`src/rtl/memcpy_pkg.sv`:
```
package memcpy_pkg;

    // host side widths
    localparam int ADDR_W     = 64;
    localparam int DATA_W     = 64;
    localparam int BEAT_BYTES = 8;
    localparam int LEN_W      = 32;

    // burst and buffering
    localparam int MAX_BEATS  = 16;
    localparam int BLEN_W     = 8;
    localparam int FIFO_DEPTH = 32;
    localparam int FIFO_AW    = $clog2(FIFO_DEPTH);
    localparam int LQ_DEPTH   = 4;
    localparam int LQ_AW      = $clog2(LQ_DEPTH);

    // register port
    localparam int REG_ADDR_W = 3;
    localparam int REG_DATA_W = 32;

    localparam logic [REG_ADDR_W-1:0] REG_CTRL   = 3'd0;
    localparam logic [REG_ADDR_W-1:0] REG_STATUS = 3'd1;
    localparam logic [REG_ADDR_W-1:0] REG_SRC_LO = 3'd2;
    localparam logic [REG_ADDR_W-1:0] REG_SRC_HI = 3'd3;
    localparam logic [REG_ADDR_W-1:0] REG_DST_LO = 3'd4;
    localparam logic [REG_ADDR_W-1:0] REG_DST_HI = 3'd5;
    localparam logic [REG_ADDR_W-1:0] REG_LEN    = 3'd6;

    // fields of the 512-bit system word
    localparam int SYS_W       = 512;
    localparam int SYS_LEN_LSB = 32;
    localparam int SYS_SRC_LSB = 64;
    localparam int SYS_DST_LSB = 128;
    localparam int SYS_CNT_LSB = 288;
    localparam int SYS_CNT_W   = 32;

    typedef struct packed {
        logic [ADDR_W-1:0] src;
        logic [ADDR_W-1:0] dst;
        logic [LEN_W-1:0]  len;
    } job_t;

    // len holds beats minus one
    typedef struct packed {
        logic [ADDR_W-1:0] addr;
        logic [BLEN_W-1:0] len;
    } burst_cmd_t;

    typedef struct packed {
        logic [DATA_W-1:0] data;
        logic              last;
    } beat_t;

    typedef struct packed {
        logic                  wr;
        logic                  rd;
        logic [REG_ADDR_W-1:0] idx;
        logic [REG_DATA_W-1:0] wdata;
    } reg_req_t;

endpackage

```
`src/rtl/axi_rd_master.sv`:
```
`timescale 1ns/10ps

module axi_rd_master import memcpy_pkg::*; (
    input  logic       clk,
    input  logic       rst_n,
    input  burst_cmd_t i_cmd,
    input  logic       i_cmd_valid,
    input  logic       i_ar_ready,
    input  beat_t      i_r,
    input  logic       i_r_valid,
    input  logic       i_fifo_full,
    output logic       o_cmd_ready,
    output burst_cmd_t o_ar,
    output logic       o_ar_valid,
    output logic       o_r_ready,
    output logic       o_push,
    output beat_t      o_push_beat
);

    logic cmd_fire;

    // take a new command once the address slot is free or draining
    assign o_cmd_ready = !o_ar_valid || i_ar_ready;
    assign cmd_fire    = i_cmd_valid && o_cmd_ready;

    always_ff @(posedge clk) begin
        if (cmd_fire) begin
            o_ar <= i_cmd;
        end
    end

    always_ff @(posedge clk or negedge rst_n) begin
        if (!rst_n) begin
            o_ar_valid <= 1'b0;
        end else if (cmd_fire) begin
            o_ar_valid <= 1'b1;
        end else if (i_ar_ready) begin
            o_ar_valid <= 1'b0;
        end
    end

    // read data only moves while the fifo has room
    assign o_r_ready   = !i_fifo_full;
    assign o_push      = i_r_valid && !i_fifo_full;
    assign o_push_beat = i_r;

endmodule

```
`src/rtl/axi_wr_master.sv`:
```
`timescale 1ns/10ps

module axi_wr_master import memcpy_pkg::*; (
    input  logic       clk,
    input  logic       rst_n,
    input  logic       i_go,
    input  burst_cmd_t i_cmd,
    input  logic       i_cmd_valid,
    input  logic       i_last_issued,
    input  logic       i_aw_ready,
    input  logic       i_w_ready,
    input  logic       i_b_valid,
    input  logic       i_fifo_empty,
    input  beat_t      i_pop_beat,
    output logic       o_cmd_ready,
    output burst_cmd_t o_aw,
    output logic       o_aw_valid,
    output beat_t      o_w,
    output logic       o_w_valid,
    output logic       o_b_ready,
    output logic       o_pop,
    output logic       o_job_done
);

    logic [BLEN_W-1:0] lq [LQ_DEPTH];
    logic [LQ_AW:0]    lq_wr;
    logic [LQ_AW:0]    lq_rd;
    logic              lq_full;
    logic              lq_empty;
    logic              cmd_fire;
    logic              w_last;
    logic [BLEN_W-1:0] beat_cnt;
    logic [LEN_W-1:0]  issued_cnt;
    logic [LEN_W-1:0]  resp_cnt;
    logic [LEN_W-1:0]  resp_next;
    logic              job_fin;

    // queue of burst lengths waiting for data
    assign lq_empty = lq_wr == lq_rd;
    assign lq_full  = (lq_wr[LQ_AW] != lq_rd[LQ_AW]) &&
                      (lq_wr[LQ_AW-1:0] == lq_rd[LQ_AW-1:0]);

    assign o_cmd_ready = (!o_aw_valid || i_aw_ready) && !lq_full;
    assign cmd_fire    = i_cmd_valid && o_cmd_ready;

    always_ff @(posedge clk) begin
        if (cmd_fire) begin
            o_aw                   <= i_cmd;
            lq[lq_wr[LQ_AW-1:0]] <= i_cmd.len;
        end
    end

    // wlast comes from the beat counter, not the read side
    assign w_last    = beat_cnt == lq[lq_rd[LQ_AW-1:0]];
    assign o_w_valid = !lq_empty && !i_fifo_empty;
    assign o_w.data  = i_pop_beat.data;
    assign o_w.last  = w_last;
    assign o_pop     = o_w_valid && i_w_ready;
    assign o_b_ready = 1'b1;

    // done in the same cycle as the final response
    assign resp_next  = resp_cnt + LEN_W'(i_b_valid);
    assign o_job_done = i_last_issued && !job_fin && (resp_next == issued_cnt);

    always_ff @(posedge clk or negedge rst_n) begin
        if (!rst_n) begin
            o_aw_valid <= 1'b0;
            lq_wr      <= '0;
            lq_rd      <= '0;
            beat_cnt   <= '0;
            issued_cnt <= '0;
            resp_cnt   <= '0;
            job_fin    <= 1'b0;
        end else begin
            if (cmd_fire) begin
                o_aw_valid <= 1'b1;
                lq_wr      <= lq_wr + 1'b1;
            end else if (i_aw_ready) begin
                o_aw_valid <= 1'b0;
            end
            if (o_pop) begin
                if (w_last) begin
                    beat_cnt <= '0;
                    lq_rd    <= lq_rd + 1'b1;
                end else begin
                    beat_cnt <= beat_cnt + 1'b1;
                end
            end
            if (i_go) begin
                issued_cnt <= '0;
                resp_cnt   <= '0;
                job_fin    <= 1'b0;
            end else begin
                if (cmd_fire) begin
                    issued_cnt <= issued_cnt + 1'b1;
                end
                resp_cnt <= resp_next;
                if (o_job_done) begin
                    job_fin <= 1'b1;
                end
            end
        end
    end

endmodule

```
`src/rtl/beat_fifo.sv`:
```
`timescale 1ns/10ps

module beat_fifo import memcpy_pkg::*; (
    input  logic  clk,
    input  logic  rst_n,
    input  logic  i_push,
    input  beat_t i_push_beat,
    input  logic  i_pop,
    output beat_t o_pop_beat,
    output logic  o_full,
    output logic  o_empty
);

    beat_t            mem [FIFO_DEPTH];
    logic [FIFO_AW:0] wr_ptr;
    logic [FIFO_AW:0] rd_ptr;

    // extra pointer bit tells full from empty
    assign o_empty = wr_ptr == rd_ptr;
    assign o_full  = (wr_ptr[FIFO_AW] != rd_ptr[FIFO_AW]) &&
                     (wr_ptr[FIFO_AW-1:0] == rd_ptr[FIFO_AW-1:0]);

    // head word shows without a pop
    assign o_pop_beat = mem[rd_ptr[FIFO_AW-1:0]];

    always_ff @(posedge clk) begin
        if (i_push && !o_full) begin
            mem[wr_ptr[FIFO_AW-1:0]] <= i_push_beat;
        end
    end

    always_ff @(posedge clk or negedge rst_n) begin
        if (!rst_n) begin
            wr_ptr <= '0;
            rd_ptr <= '0;
        end else begin
            if (i_push && !o_full) begin
                wr_ptr <= wr_ptr + 1'b1;
            end
            if (i_pop && !o_empty) begin
                rd_ptr <= rd_ptr + 1'b1;
            end
        end
    end

endmodule

```
`src/rtl/memcpy_burst_gen.sv`:
```
`timescale 1ns/10ps

module memcpy_burst_gen import memcpy_pkg::*; (
    input  logic              clk,
    input  logic              rst_n,
    input  logic              i_go,
    input  logic [ADDR_W-1:0] i_base,
    input  logic [LEN_W-1:0]  i_len,
    input  logic              i_cmd_ready,
    output burst_cmd_t        o_cmd,
    output logic              o_cmd_valid,
    output logic              o_last_issued
);

    logic [ADDR_W-1:0] addr;
    logic [LEN_W-1:0]  beats_left;
    logic [LEN_W-1:0]  burst_beats;

    // full burst or the tail
    assign burst_beats = (beats_left > LEN_W'(MAX_BEATS)) ? LEN_W'(MAX_BEATS) : beats_left;

    assign o_cmd.addr = addr;
    assign o_cmd.len  = BLEN_W'(burst_beats - 1'b1);

    always_ff @(posedge clk) begin
        if (i_go) begin
            addr       <= i_base;
            beats_left <= i_len / BEAT_BYTES;
        end else if (o_cmd_valid && i_cmd_ready) begin
            addr       <= addr + ADDR_W'(burst_beats * BEAT_BYTES);
            beats_left <= beats_left - burst_beats;
        end
    end

    always_ff @(posedge clk or negedge rst_n) begin
        if (!rst_n) begin
            o_cmd_valid   <= 1'b0;
            o_last_issued <= 1'b0;
        end else if (i_go) begin
            o_cmd_valid   <= 1'b1;
            o_last_issued <= 1'b0;
        end else if (o_cmd_valid && i_cmd_ready && beats_left == burst_beats) begin
            // final command of the job taken
            o_cmd_valid   <= 1'b0;
            o_last_issued <= 1'b1;
        end
    end

endmodule

```
`src/rtl/memcpy_job_select.sv`:
```
`timescale 1ns/10ps

module memcpy_job_select import memcpy_pkg::*; (
    input  logic             clk,
    input  logic             rst_n,
    input  logic             i_run_mode,
    input  logic             i_start,
    input  logic [SYS_W-1:0] i_system_register,
    input  job_t             i_reg_job,
    input  logic             i_reg_start,
    input  logic             i_reg_done,
    input  logic             i_job_done,
    output job_t             o_job,
    output logic             o_go,
    output logic             o_complete
);

    logic                 sys_load;
    logic [SYS_CNT_W-1:0] sys_cnt_field;
    logic [SYS_CNT_W-1:0] cnt;
    logic                 sys_go;
    job_t                 sys_job;

    assign sys_load      = i_run_mode && i_start;
    assign sys_cnt_field = i_system_register[SYS_CNT_LSB +: SYS_CNT_W];

    always_ff @(posedge clk) begin
        if (sys_load) begin
            sys_job.src <= i_system_register[SYS_SRC_LSB +: ADDR_W];
            sys_job.dst <= i_system_register[SYS_DST_LSB +: ADDR_W];
            sys_job.len <= i_system_register[SYS_LEN_LSB +: LEN_W];
        end
    end

    // repeat counter, one job per count
    always_ff @(posedge clk or negedge rst_n) begin
        if (!rst_n) begin
            cnt    <= '0;
            sys_go <= 1'b0;
        end else begin
            if (sys_load) begin
                cnt <= sys_cnt_field;
            end else if (i_job_done && cnt != '0) begin
                cnt <= cnt - 1'b1;
            end
            // restart right after a done while jobs remain
            sys_go <= (sys_load && sys_cnt_field != '0) ||
                      (!sys_load && i_job_done && cnt > 1);
        end
    end

    assign o_job      = i_run_mode ? sys_job : i_reg_job;
    assign o_go       = i_run_mode ? sys_go : i_reg_start;
    assign o_complete = i_run_mode ? (cnt == '0) : i_reg_done;

endmodule

```
`src/rtl/memcpy_kernel.sv`:
```
`timescale 1ns/10ps

module memcpy_kernel import memcpy_pkg::*; (
    input  logic                  clk,
    input  logic                  rst_n,
    // register port
    input  reg_req_t              i_reg,
    output logic [REG_DATA_W-1:0] o_reg_rdata,
    // system start path
    input  logic                  i_run_mode,
    input  logic                  i_start,
    input  logic [SYS_W-1:0]      i_system_register,
    output logic                  o_complete,
    // host memory master
    output burst_cmd_t            o_ar,
    output logic                  o_ar_valid,
    input  logic                  i_ar_ready,
    input  beat_t                 i_r,
    input  logic                  i_r_valid,
    output logic                  o_r_ready,
    output burst_cmd_t            o_aw,
    output logic                  o_aw_valid,
    input  logic                  i_aw_ready,
    output beat_t                 o_w,
    output logic                  o_w_valid,
    input  logic                  i_w_ready,
    input  logic                  i_b_valid,
    output logic                  o_b_ready
);

    job_t       reg_job;
    logic       reg_start;
    logic       reg_done;
    job_t       job;
    logic       go;
    logic       job_done;
    burst_cmd_t rd_cmd;
    logic       rd_cmd_valid;
    logic       rd_cmd_ready;
    burst_cmd_t wr_cmd;
    logic       wr_cmd_valid;
    logic       wr_cmd_ready;
    logic       wr_last_issued;
    logic       push;
    beat_t      push_beat;
    logic       pop;
    beat_t      pop_beat;
    logic       fifo_full;
    logic       fifo_empty;

    memcpy_regs regs_i (
        .clk         (clk),
        .rst_n       (rst_n),
        .i_reg       (i_reg),
        .i_job_done  (job_done),
        .o_reg_rdata (o_reg_rdata),
        .o_reg_job   (reg_job),
        .o_reg_start (reg_start),
        .o_reg_done  (reg_done)
    );

    memcpy_job_select job_select_i (
        .clk               (clk),
        .rst_n             (rst_n),
        .i_run_mode        (i_run_mode),
        .i_start           (i_start),
        .i_system_register (i_system_register),
        .i_reg_job         (reg_job),
        .i_reg_start       (reg_start),
        .i_reg_done        (reg_done),
        .i_job_done        (job_done),
        .o_job             (job),
        .o_go              (go),
        .o_complete        (o_complete)
    );

    // read side only needs the command stream
    memcpy_burst_gen rd_burst_gen_i (
        .clk           (clk),
        .rst_n         (rst_n),
        .i_go          (go),
        .i_base        (job.src),
        .i_len         (job.len),
        .i_cmd_ready   (rd_cmd_ready),
        .o_cmd         (rd_cmd),
        .o_cmd_valid   (rd_cmd_valid),
        .o_last_issued ()
    );

    memcpy_burst_gen wr_burst_gen_i (
        .clk           (clk),
        .rst_n         (rst_n),
        .i_go          (go),
        .i_base        (job.dst),
        .i_len         (job.len),
        .i_cmd_ready   (wr_cmd_ready),
        .o_cmd         (wr_cmd),
        .o_cmd_valid   (wr_cmd_valid),
        .o_last_issued (wr_last_issued)
    );

    axi_rd_master rd_master_i (
        .clk         (clk),
        .rst_n       (rst_n),
        .i_cmd       (rd_cmd),
        .i_cmd_valid (rd_cmd_valid),
        .i_ar_ready  (i_ar_ready),
        .i_r         (i_r),
        .i_r_valid   (i_r_valid),
        .i_fifo_full (fifo_full),
        .o_cmd_ready (rd_cmd_ready),
        .o_ar        (o_ar),
        .o_ar_valid  (o_ar_valid),
        .o_r_ready   (o_r_ready),
        .o_push      (push),
        .o_push_beat (push_beat)
    );

    beat_fifo beat_fifo_i (
        .clk         (clk),
        .rst_n       (rst_n),
        .i_push      (push),
        .i_push_beat (push_beat),
        .i_pop       (pop),
        .o_pop_beat  (pop_beat),
        .o_full      (fifo_full),
        .o_empty     (fifo_empty)
    );

    axi_wr_master wr_master_i (
        .clk           (clk),
        .rst_n         (rst_n),
        .i_go          (go),
        .i_cmd         (wr_cmd),
        .i_cmd_valid   (wr_cmd_valid),
        .i_last_issued (wr_last_issued),
        .i_aw_ready    (i_aw_ready),
        .i_w_ready     (i_w_ready),
        .i_b_valid     (i_b_valid),
        .i_fifo_empty  (fifo_empty),
        .i_pop_beat    (pop_beat),
        .o_cmd_ready   (wr_cmd_ready),
        .o_aw          (o_aw),
        .o_aw_valid    (o_aw_valid),
        .o_w           (o_w),
        .o_w_valid     (o_w_valid),
        .o_b_ready     (o_b_ready),
        .o_pop         (pop),
        .o_job_done    (job_done)
    );

endmodule

```
`src/rtl/memcpy_regs.sv`:
```
`timescale 1ns/10ps

module memcpy_regs import memcpy_pkg::*; (
    input  logic                  clk,
    input  logic                  rst_n,
    input  reg_req_t              i_reg,
    input  logic                  i_job_done,
    output logic [REG_DATA_W-1:0] o_reg_rdata,
    output job_t                  o_reg_job,
    output logic                  o_reg_start,
    output logic                  o_reg_done
);

    logic ctrl_wr;
    logic busy;

    assign ctrl_wr = i_reg.wr && (i_reg.idx == REG_CTRL) && i_reg.wdata[0];

    // job registers
    always_ff @(posedge clk) begin
        if (i_reg.wr) begin
            case (i_reg.idx)
                REG_SRC_LO: o_reg_job.src[31:0]  <= i_reg.wdata;
                REG_SRC_HI: o_reg_job.src[63:32] <= i_reg.wdata;
                REG_DST_LO: o_reg_job.dst[31:0]  <= i_reg.wdata;
                REG_DST_HI: o_reg_job.dst[63:32] <= i_reg.wdata;
                REG_LEN:    o_reg_job.len        <= i_reg.wdata;
                default: ;
            endcase
        end
    end

    // start pulse and status
    always_ff @(posedge clk or negedge rst_n) begin
        if (!rst_n) begin
            o_reg_start <= 1'b0;
            busy        <= 1'b0;
            o_reg_done  <= 1'b0;
        end else begin
            o_reg_start <= ctrl_wr;
            if (ctrl_wr) begin
                busy       <= 1'b1;
                o_reg_done <= 1'b0;
            end else if (i_job_done) begin
                busy       <= 1'b0;
                o_reg_done <= 1'b1;
            end
        end
    end

    // read data one cycle after the strobe
    always_ff @(posedge clk or negedge rst_n) begin
        if (!rst_n) begin
            o_reg_rdata <= '0;
        end else if (i_reg.rd) begin
            case (i_reg.idx)
                REG_STATUS: o_reg_rdata <= {30'd0, busy, o_reg_done};
                REG_SRC_LO: o_reg_rdata <= o_reg_job.src[31:0];
                REG_SRC_HI: o_reg_rdata <= o_reg_job.src[63:32];
                REG_DST_LO: o_reg_rdata <= o_reg_job.dst[31:0];
                REG_DST_HI: o_reg_rdata <= o_reg_job.dst[63:32];
                REG_LEN:    o_reg_rdata <= o_reg_job.len;
                default:    o_reg_rdata <= '0;
            endcase
        end
    end

endmodule
```
`config.mk`:
```
export PLATFORM = sky130hd
export DESIGN_NAME = memcpy_kernel
export DESIGN_NICKNAME = d
export VERILOG_FILES = /design/src/rtl/memcpy_pkg.sv /design/src/rtl/axi_rd_master.sv /design/src/rtl/axi_wr_master.sv /design/src/rtl/beat_fifo.sv /design/src/rtl/memcpy_burst_gen.sv /design/src/rtl/memcpy_job_select.sv /design/src/rtl/memcpy_kernel.sv /design/src/rtl/memcpy_regs.sv
export SDC_FILE = /design/constraint.sdc
export NUM_CORES = 2
export LEC_CHECK = 0
export BUFFER_PORTS_ARGS = -buffer_cell sky130_fd_sc_hd__buf_2
export CORE_ASPECT_RATIO = 1.1
export CORE_MARGIN = 2
export CORE_UTILIZATION = 60
export CTS_BUF_LIST = sky130_fd_sc_hd__clkbuf_8
export DETAILED_ROUTE_END_ITERATION = 12
export PLACE_DENSITY = 0.79
export SETUP_SLACK_MARGIN = 0.05
export SYNTH_ARGS = -nofsm -noshare
export SYNTH_HDL_FRONTEND = slang
export SYNTH_SLANG_ARGS = --single-unit
```
`constraint.sdc`:
```
create_clock -name clk -period 8.8 [get_ports clk]
set_input_delay 0.44 -clock clk [delete_from_list [all_inputs] [get_ports clk]]
set_output_delay 0.44 -clock clk [all_outputs]
set_load 0.05 [all_outputs]
```
# After elaboration in Yosys (flattened, before gate mapping)
# Memories as Yosys holds them, arrays and structs flattened.
# Index checks and enable logic that the tools add are counted.
[word_totals]
regBits = 820
latchBits = 0
ramBits = 2112
romBits = 0
in_bits = 623
output_inout_bits = 247
word_cells = 162
n_memories = 2
[op_classes]
add_sub_neg = 14
n_mul = 0
div = 0
magnitude_cmp = 3
n_eq_ne = 16
shifts = 0
n_mux = 39
bitwise_logic = 0
reduce_logical = 51
[mem_list]
columns = ["memory", "depth", "width", "read_ports", "rd_ports_with_merged_regs", "wr", "line_no", "rtl"]
rows = [
  ["beat_fifo_i.mem", 32, 65, 1, 0, 1, "beat_fifo.sv:14", "beat_t mem [FIFO_DEPTH];"],
  ["wr_master_i.lq", 4, 8, 1, 0, 1, "axi_wr_master.sv:25", "logic [BLEN_W-1:0] lq [LQ_DEPTH];"],
]
[op_table]
columns = ["operator", "n"]
rows = [
  ["$mux 64", 4],
  ["$mux 32", 7],
  ["$pmux 32 s6", 1],
  ["$mux 160", 1],
  ["$add 64x35->64", 2],
  ["$mux 29", 4],
  ["$eq 32x32->1", 3],
  ["$gt 32x5->1 const B", 2],
  ["$reduce_bool 32->1", 2],
  ["$sub 32x32->32", 2],
  ["$add 32x1->32", 1],
  ["$add 32x1->32 const B", 1],
  ["$gt 32x1->1 const B", 1],
  ["$logic_not 32->1", 1],
  ["$sub 32x1->32 const B", 1],
  ["$logic_and 1x1->1", 21],
  ["$mux 1", 21],
  ["$reduce_bool 2->1", 9],
  ["$sub 8x1->8 const B", 2],
  ["$add 6x1->6 const B", 2],
  ["$reduce_and 2->1", 6],
  ["$eq 3x3->1 const B", 3],
  ["$add 8x1->8 const B", 1],
  ["$eq 8x8->1", 1],
  ["other kinds (12)", 24],
]

# Logic depth before layout (Yosys ltp)
[depth]
ltp_word = 8
ltp_mapped = 19
depth_no_buf = 17

# Hierarchy
# From an unflattened synthesis, not the netlist that was laid out.
[unflattened]
hier_cells = 6852
area_unflattened_um2 = 121247.5
[modules_own_cells]
columns = ["mod", "instances", "cells_per_inst", "area_each_um2"]
rows = [
  ["beat_fifo", 1, 3231, 78108.7],
  ["memcpy_burst_gen", 2, 821, 7390.8],
  ["axi_wr_master", 1, 802, 9349.0],
  ["memcpy_job_select", 1, 586, 8773.4],
  ["memcpy_regs", 1, 448, 7521.0],
  ["axi_rd_master", 1, 143, 2713.9],
]

# Worst setup path before layout
# No wires, ideal clock.
[synth_timing]
kind = "input to register"
start = "in i_run_mode"
end = "reg job_select_i.sys_job[100] in the netlist's numbering (enable)"
setup_ps = 583
arrival_ps = 5624
required_time_ps = 8217
setup_slack_ps = 2593
stages = 5
cell_sequence = "clkbuf_1 > nand2_1 > inv_1 > clkbuf_1 > clkbuf_1"
[synth_between]
elab_chain_cells = 1
[synth_lines]
columns = ["element", "line_no", "rtl"]
rows = [
  ["start, declared", "memcpy_kernel.sv:10", "input logic i_run_mode,"],
  ["$logic_and 1x1->1", "memcpy_job_select.sv:24", "assign sys_load = i_run_mode && i_start;"],
  ["net job_select_i.sys_load", "memcpy_job_select.sv:18", "logic sys_load;"],
  ["end, declared", "memcpy_job_select.sv:22", "job_t sys_job;"],
]
# The timed path passes the listed nets, and every way through them passes these cells.
# A chain may end at the register's enable or synchronous reset.

# Final worst setup path
[layout_timing]
start = "reg wr_burst_gen_i.beats_left[23]"
end = "reg wr_burst_gen_i.addr[59], data pin"
[layout_between]
elab_chain_cells = 5
[layout_lines]
columns = ["element", "line_no", "rtl"]
rows = [
  ["start, declared", "memcpy_burst_gen.sv:16", "logic [LEN_W-1:0] beats_left;"],
  ["start signal, assigned", "memcpy_burst_gen.sv:28", "beats_left <= i_len / BEAT_BYTES;"],
  ["start signal, assigned", "memcpy_burst_gen.sv:31", "beats_left <= beats_left - burst_beats;"],
  ["$gt 32x5->1", "memcpy_burst_gen.sv:20", "assign burst_beats = (beats_left > LEN_W'(MAX_BEATS)) ? LEN_W'(MAX_BEATS) : beats_left;"],
  ["$mux 32 *", "memcpy_burst_gen.sv:20", ""],
  ["$add 64x35->64 *", "memcpy_burst_gen.sv:30", "addr <= addr + ADDR_W'(burst_beats * BEAT_BYTES);"],
  ["$mux 64 *", "memcpy_burst_gen.sv:29", "end else if (o_cmd_valid && i_cmd_ready) begin"],
  ["$mux 64 *", "memcpy_burst_gen.sv:26", "if (i_go) begin"],
  ["end signal, assigned", "memcpy_burst_gen.sv:27", "addr <= i_base;"],
  ["end signal, assigned", "memcpy_burst_gen.sv:30", ""],
  ["end, declared", "memcpy_burst_gen.sv:15", "logic [ADDR_W-1:0] addr;"],
]
# Mark *: on every way between the ends. The rest lies on a longest branch, timed or not. The select of a mux whose other input is x is not followed.

==> results.json <==
{
  "run_status": "completed",
  "ctsHoldBuffers": 381,
  "multi_input_comb_area_um2": 31100,
  "cts_root_buf": "clkbuf_8",
  "skew_ps": 71.24,
  "final_util_pct": 69.86,
  "path_clk_slew_ps": 60,
  "die_w_um": 427.3,
  "dr.pass1.iters": 10,
  "h-tree-depth": 5,
  "crit_fanout": 12,
  "rsz0062_at_grt": "no",
  "numClockSinks": 2897,
  "num_vias": 69250,
  "synth-main-ff-cell": "edfxtp_1",
  "synthesis.area_um2": 118300,
  "track_usage_pct": 32.24,
  "grt_max_degree": 186,
  "setup-violations-final": 0,
  "worst-slew-pin-transition_ps": 1281,
  "seqCellArea_um2": 86130,
  "drv_cap": 0,
  "tns_ps": 0,
  "syn_inst": 6301,
  "post_cts_buffers": 0,
  "clk_path_buf_depth": 4,
  "insertion_delay_ps": 1110,
  "initial_utilization_pct": 60.50,
  "ctsResizeCount": 0,
  "cts_made_buffers": 443,
  "crit_path_start_kind": "register",
  "ys_top_cells_by_area": "edfxtp_1, mux4_2, dfrtp_1, mux2_2, xor2_1",
  "worstHoldPathType": "primary input to register",
  "place_hpwl_um": 182900,
  "ys_ff_latch": 2897,
  "post_drt_via_cell_ratio": 6.620,
  "drive_gt1_share_pct": 26.19,
  "ir_worst_vdd_uv": 335.0,
  "design.die.area_um2": 200700,
  "grt_overflow": 0,
  "critPathKind": "register to register",
  "grt_pass1_wl_um": 465300,
  "ys_warn_count": 0,
  "crit_arrival_ps": 7480,
  "core_um2": 195500,
  "ant_nets": 0,
  "p_leak_nw": 46.62,
  "hold_viol_final": 0,
  "antenna_found_initial": 46,
  "io_buffer_count": 544,
  "max_freq_ghz": 0.1498,
  "power.density_nw_per_um2": 300.9,
  "yosysUniqueCellTypes": 100,
  "fillers": 11490,
  "synth_top_cell_area_share_pct": 69.24,
  "avgSynthCellArea_um2": 18.77,
  "synth_top_area_cell": "edfxtp_1",
  "first_global_vias": 69360,
  "synth-seq-area-share_pct": 72.81,
  "relSlewSlack_pct": 14.62,
  "async_flop_share_pct": 5.661,
  "core.rowCount": 170,
  "finalCritPeriodShare_pct": 75.85,
  "worstSetupEndpointType": "register",
  "drt_wl_total_um": 324200,
  "min_period_ps": 6675,
  "remaining_drc_errors": 0,
  "instances_no_fill": 10460,
  "wire_per_inst_um": 30.99,
  "crit_required_ps": 9600,
  "cts_tree": "yes",
  "synth-edff-count": 2727,
  "gp_congestion": 0.9422,
  "num_io_pins": 870,
  "final_max_slew_viol_count": 0,
  "dp.cells": 9250,
  "drtIter0Drc": 9924,
  "area_growth_pct": 15.46,
  "die_h_um": 469.6,
  "nets": 8202
}
## cell usage in the layout, fill, tap and decap left out, drive strengths merged, types with 57 or more instances in the layout
| master | instances |
|---|---|
| edfxtp | 2727 |
| conb | 57 |
| dfrtp | 164 |
| mux4 | 648 |
| nand3 | 102 |
| nor2 | 237 |
| xnor2 | 133 |
| dlygate4sd3 | 380 |
| xor2 | 137 |
| nand2 | 250 |
| inv | 231 |
| nand4 | 63 |
| mux2 | 116 |
| buf | 644 |
| ha | 82 |
| mux2i | 81 |
| nor2b | 94 |
| a211oi | 89 |
| clkinv | 160 |
| a21oi | 175 |
| clkbuf | 470 |
| o21ai | 135 |
## power by group
group          internal [W]  switching [W]
sequential           0.0166        0.00101
combinational       0.00512        0.00768
clock               0.00544        0.00519
## cell type report
cell class	count	share of cell area, %
Antenna cell	27	0.04948
Clock buffer	469	4.727
Clock inverter	335	1.362
Inverter	80	0.2300
Multi-Input combinational cell	3049	22.77
Sequential cell	2897	63.08
Tap cell	2580	2.364
Timing Repair Buffer	1025	5.418
## critical path: stages, from the launching register on
cell and delay [ps]:
edfxtp_1 450, or3_1 430, nor4_1 1000, and3_1 560
and2_1 210, ha_1 220, ha_1 190, a21o_1 120
a21oi_1 110, a21boi_0 210, o221ai_1 300, a2111oi_0 960
o211ai_1 420, a2111oi_2 740, nand4_1 200, xnor2_1 170
a21oi_1 80
## cells in the mapped netlist (7+ instances only)
master     count
nand2b_1      17
and4_1        13
buf_1         69
o22ai_1       31
mux4_2       648
clkbuf_1     250
mux2_2       116
nor3_1        50
o2111ai_1     10
dfrtp_1      164
o21ai_0      134
and3_1        52
nand4_1       61
o21bai_1      11
nand3_1      100
nor2b_1       94
a21o_1        49
xnor2_1      133
a21boi_0       9
a22o_1        29
and2_1        40
a31o_2        12
nand3b_1      13
ha_1          82
nor2_1       236
nor4_1        41
a31oi_1       32
o21a_1         9
mux2i_1       81
a21oi_1      175
o31ai_1       15
xor2_1       137
edfxtp_1    2727
or4_1         17
a311oi_1       7
inv_1         80
nand2_1      250
a222oi_1      29
or3_1         38
o211ai_1      14
a211oi_1      89
## final timing paths
check	cells past startpoint	slack [ps]	startpoint	to
setup / recovery	16	2120	wr_burst_gen_i.beats_left[23]	wr_burst_gen_i.addr[59]
hold / removal	2	80	i_system_register[86]	job_select_i.sys_job[118]
setup reg to reg	16	2120	wr_burst_gen_i.beats_left[23]	wr_burst_gen_i.addr[59]
hold reg to reg	0	430	wr_burst_gen_i.addr[0]	wr_master_i.o_aw[8]
max in group asynchronous	4	7450	rst_n	regs_i.o_reg_rdata[23]
min in group asynchronous	4	510	rst_n	job_select_i.cnt[24]
## cells by family (layout without fill, tap and decap cells)
family | count (synthesis) | in the layout | share of synthesized area, %
xor gates and xnor gates | 276 | 276 | 2.117
buffers and inverters | 410 | 1909 | 1.328
AOI/OAI and AO/OA | 710 | 710 | 3.984
muxes | 845 | 845 | 14.13
adders and majority gates | 85 | 85 | 0.9014
and+or+nand+nor | 1076 | 1076 | 4.719
DFF | 2897 | 2897 | 72.81
other | 2 | 84 | 0.006350
## sequential cells by signal (all words and copies together) (netlist names), 64 cells and up
register              flops
beat_fifo_i.mem        2048
regs_i.o_reg_job        160
job_select_i.sys_job    157
wr_burst_gen_i.addr      64
wr_master_i.o_aw         72
rd_master_i.o_ar         72
rd_burst_gen_i.addr      64
## per-stage QoR
stage          hold slack, ps  worst slack, ps  total power [W]  cell area, um^2
2_1_floorplan           144.4             2593          0.02676           118500
4_1_cts                0.4878             2073          0.04100           136500
5_1_grt                 46.71             1844          0.04247           136500
3_3_place_gp            405.5             2371          0.03010           124300
6_report                77.37             2125          0.04109           136600
3_5_place_dp            404.5             2391          0.03034           124300
## metal layers
layer	vias up	GRT usage [%]	share of wire, %
met4	18	15.45	5.3
li1	28070	-	-
met3	977	7.168	12
met2	5034	48.47	46
met1	35150	45.41	36
met5	-	0	0.039
(Power assumes the default switching activity.)
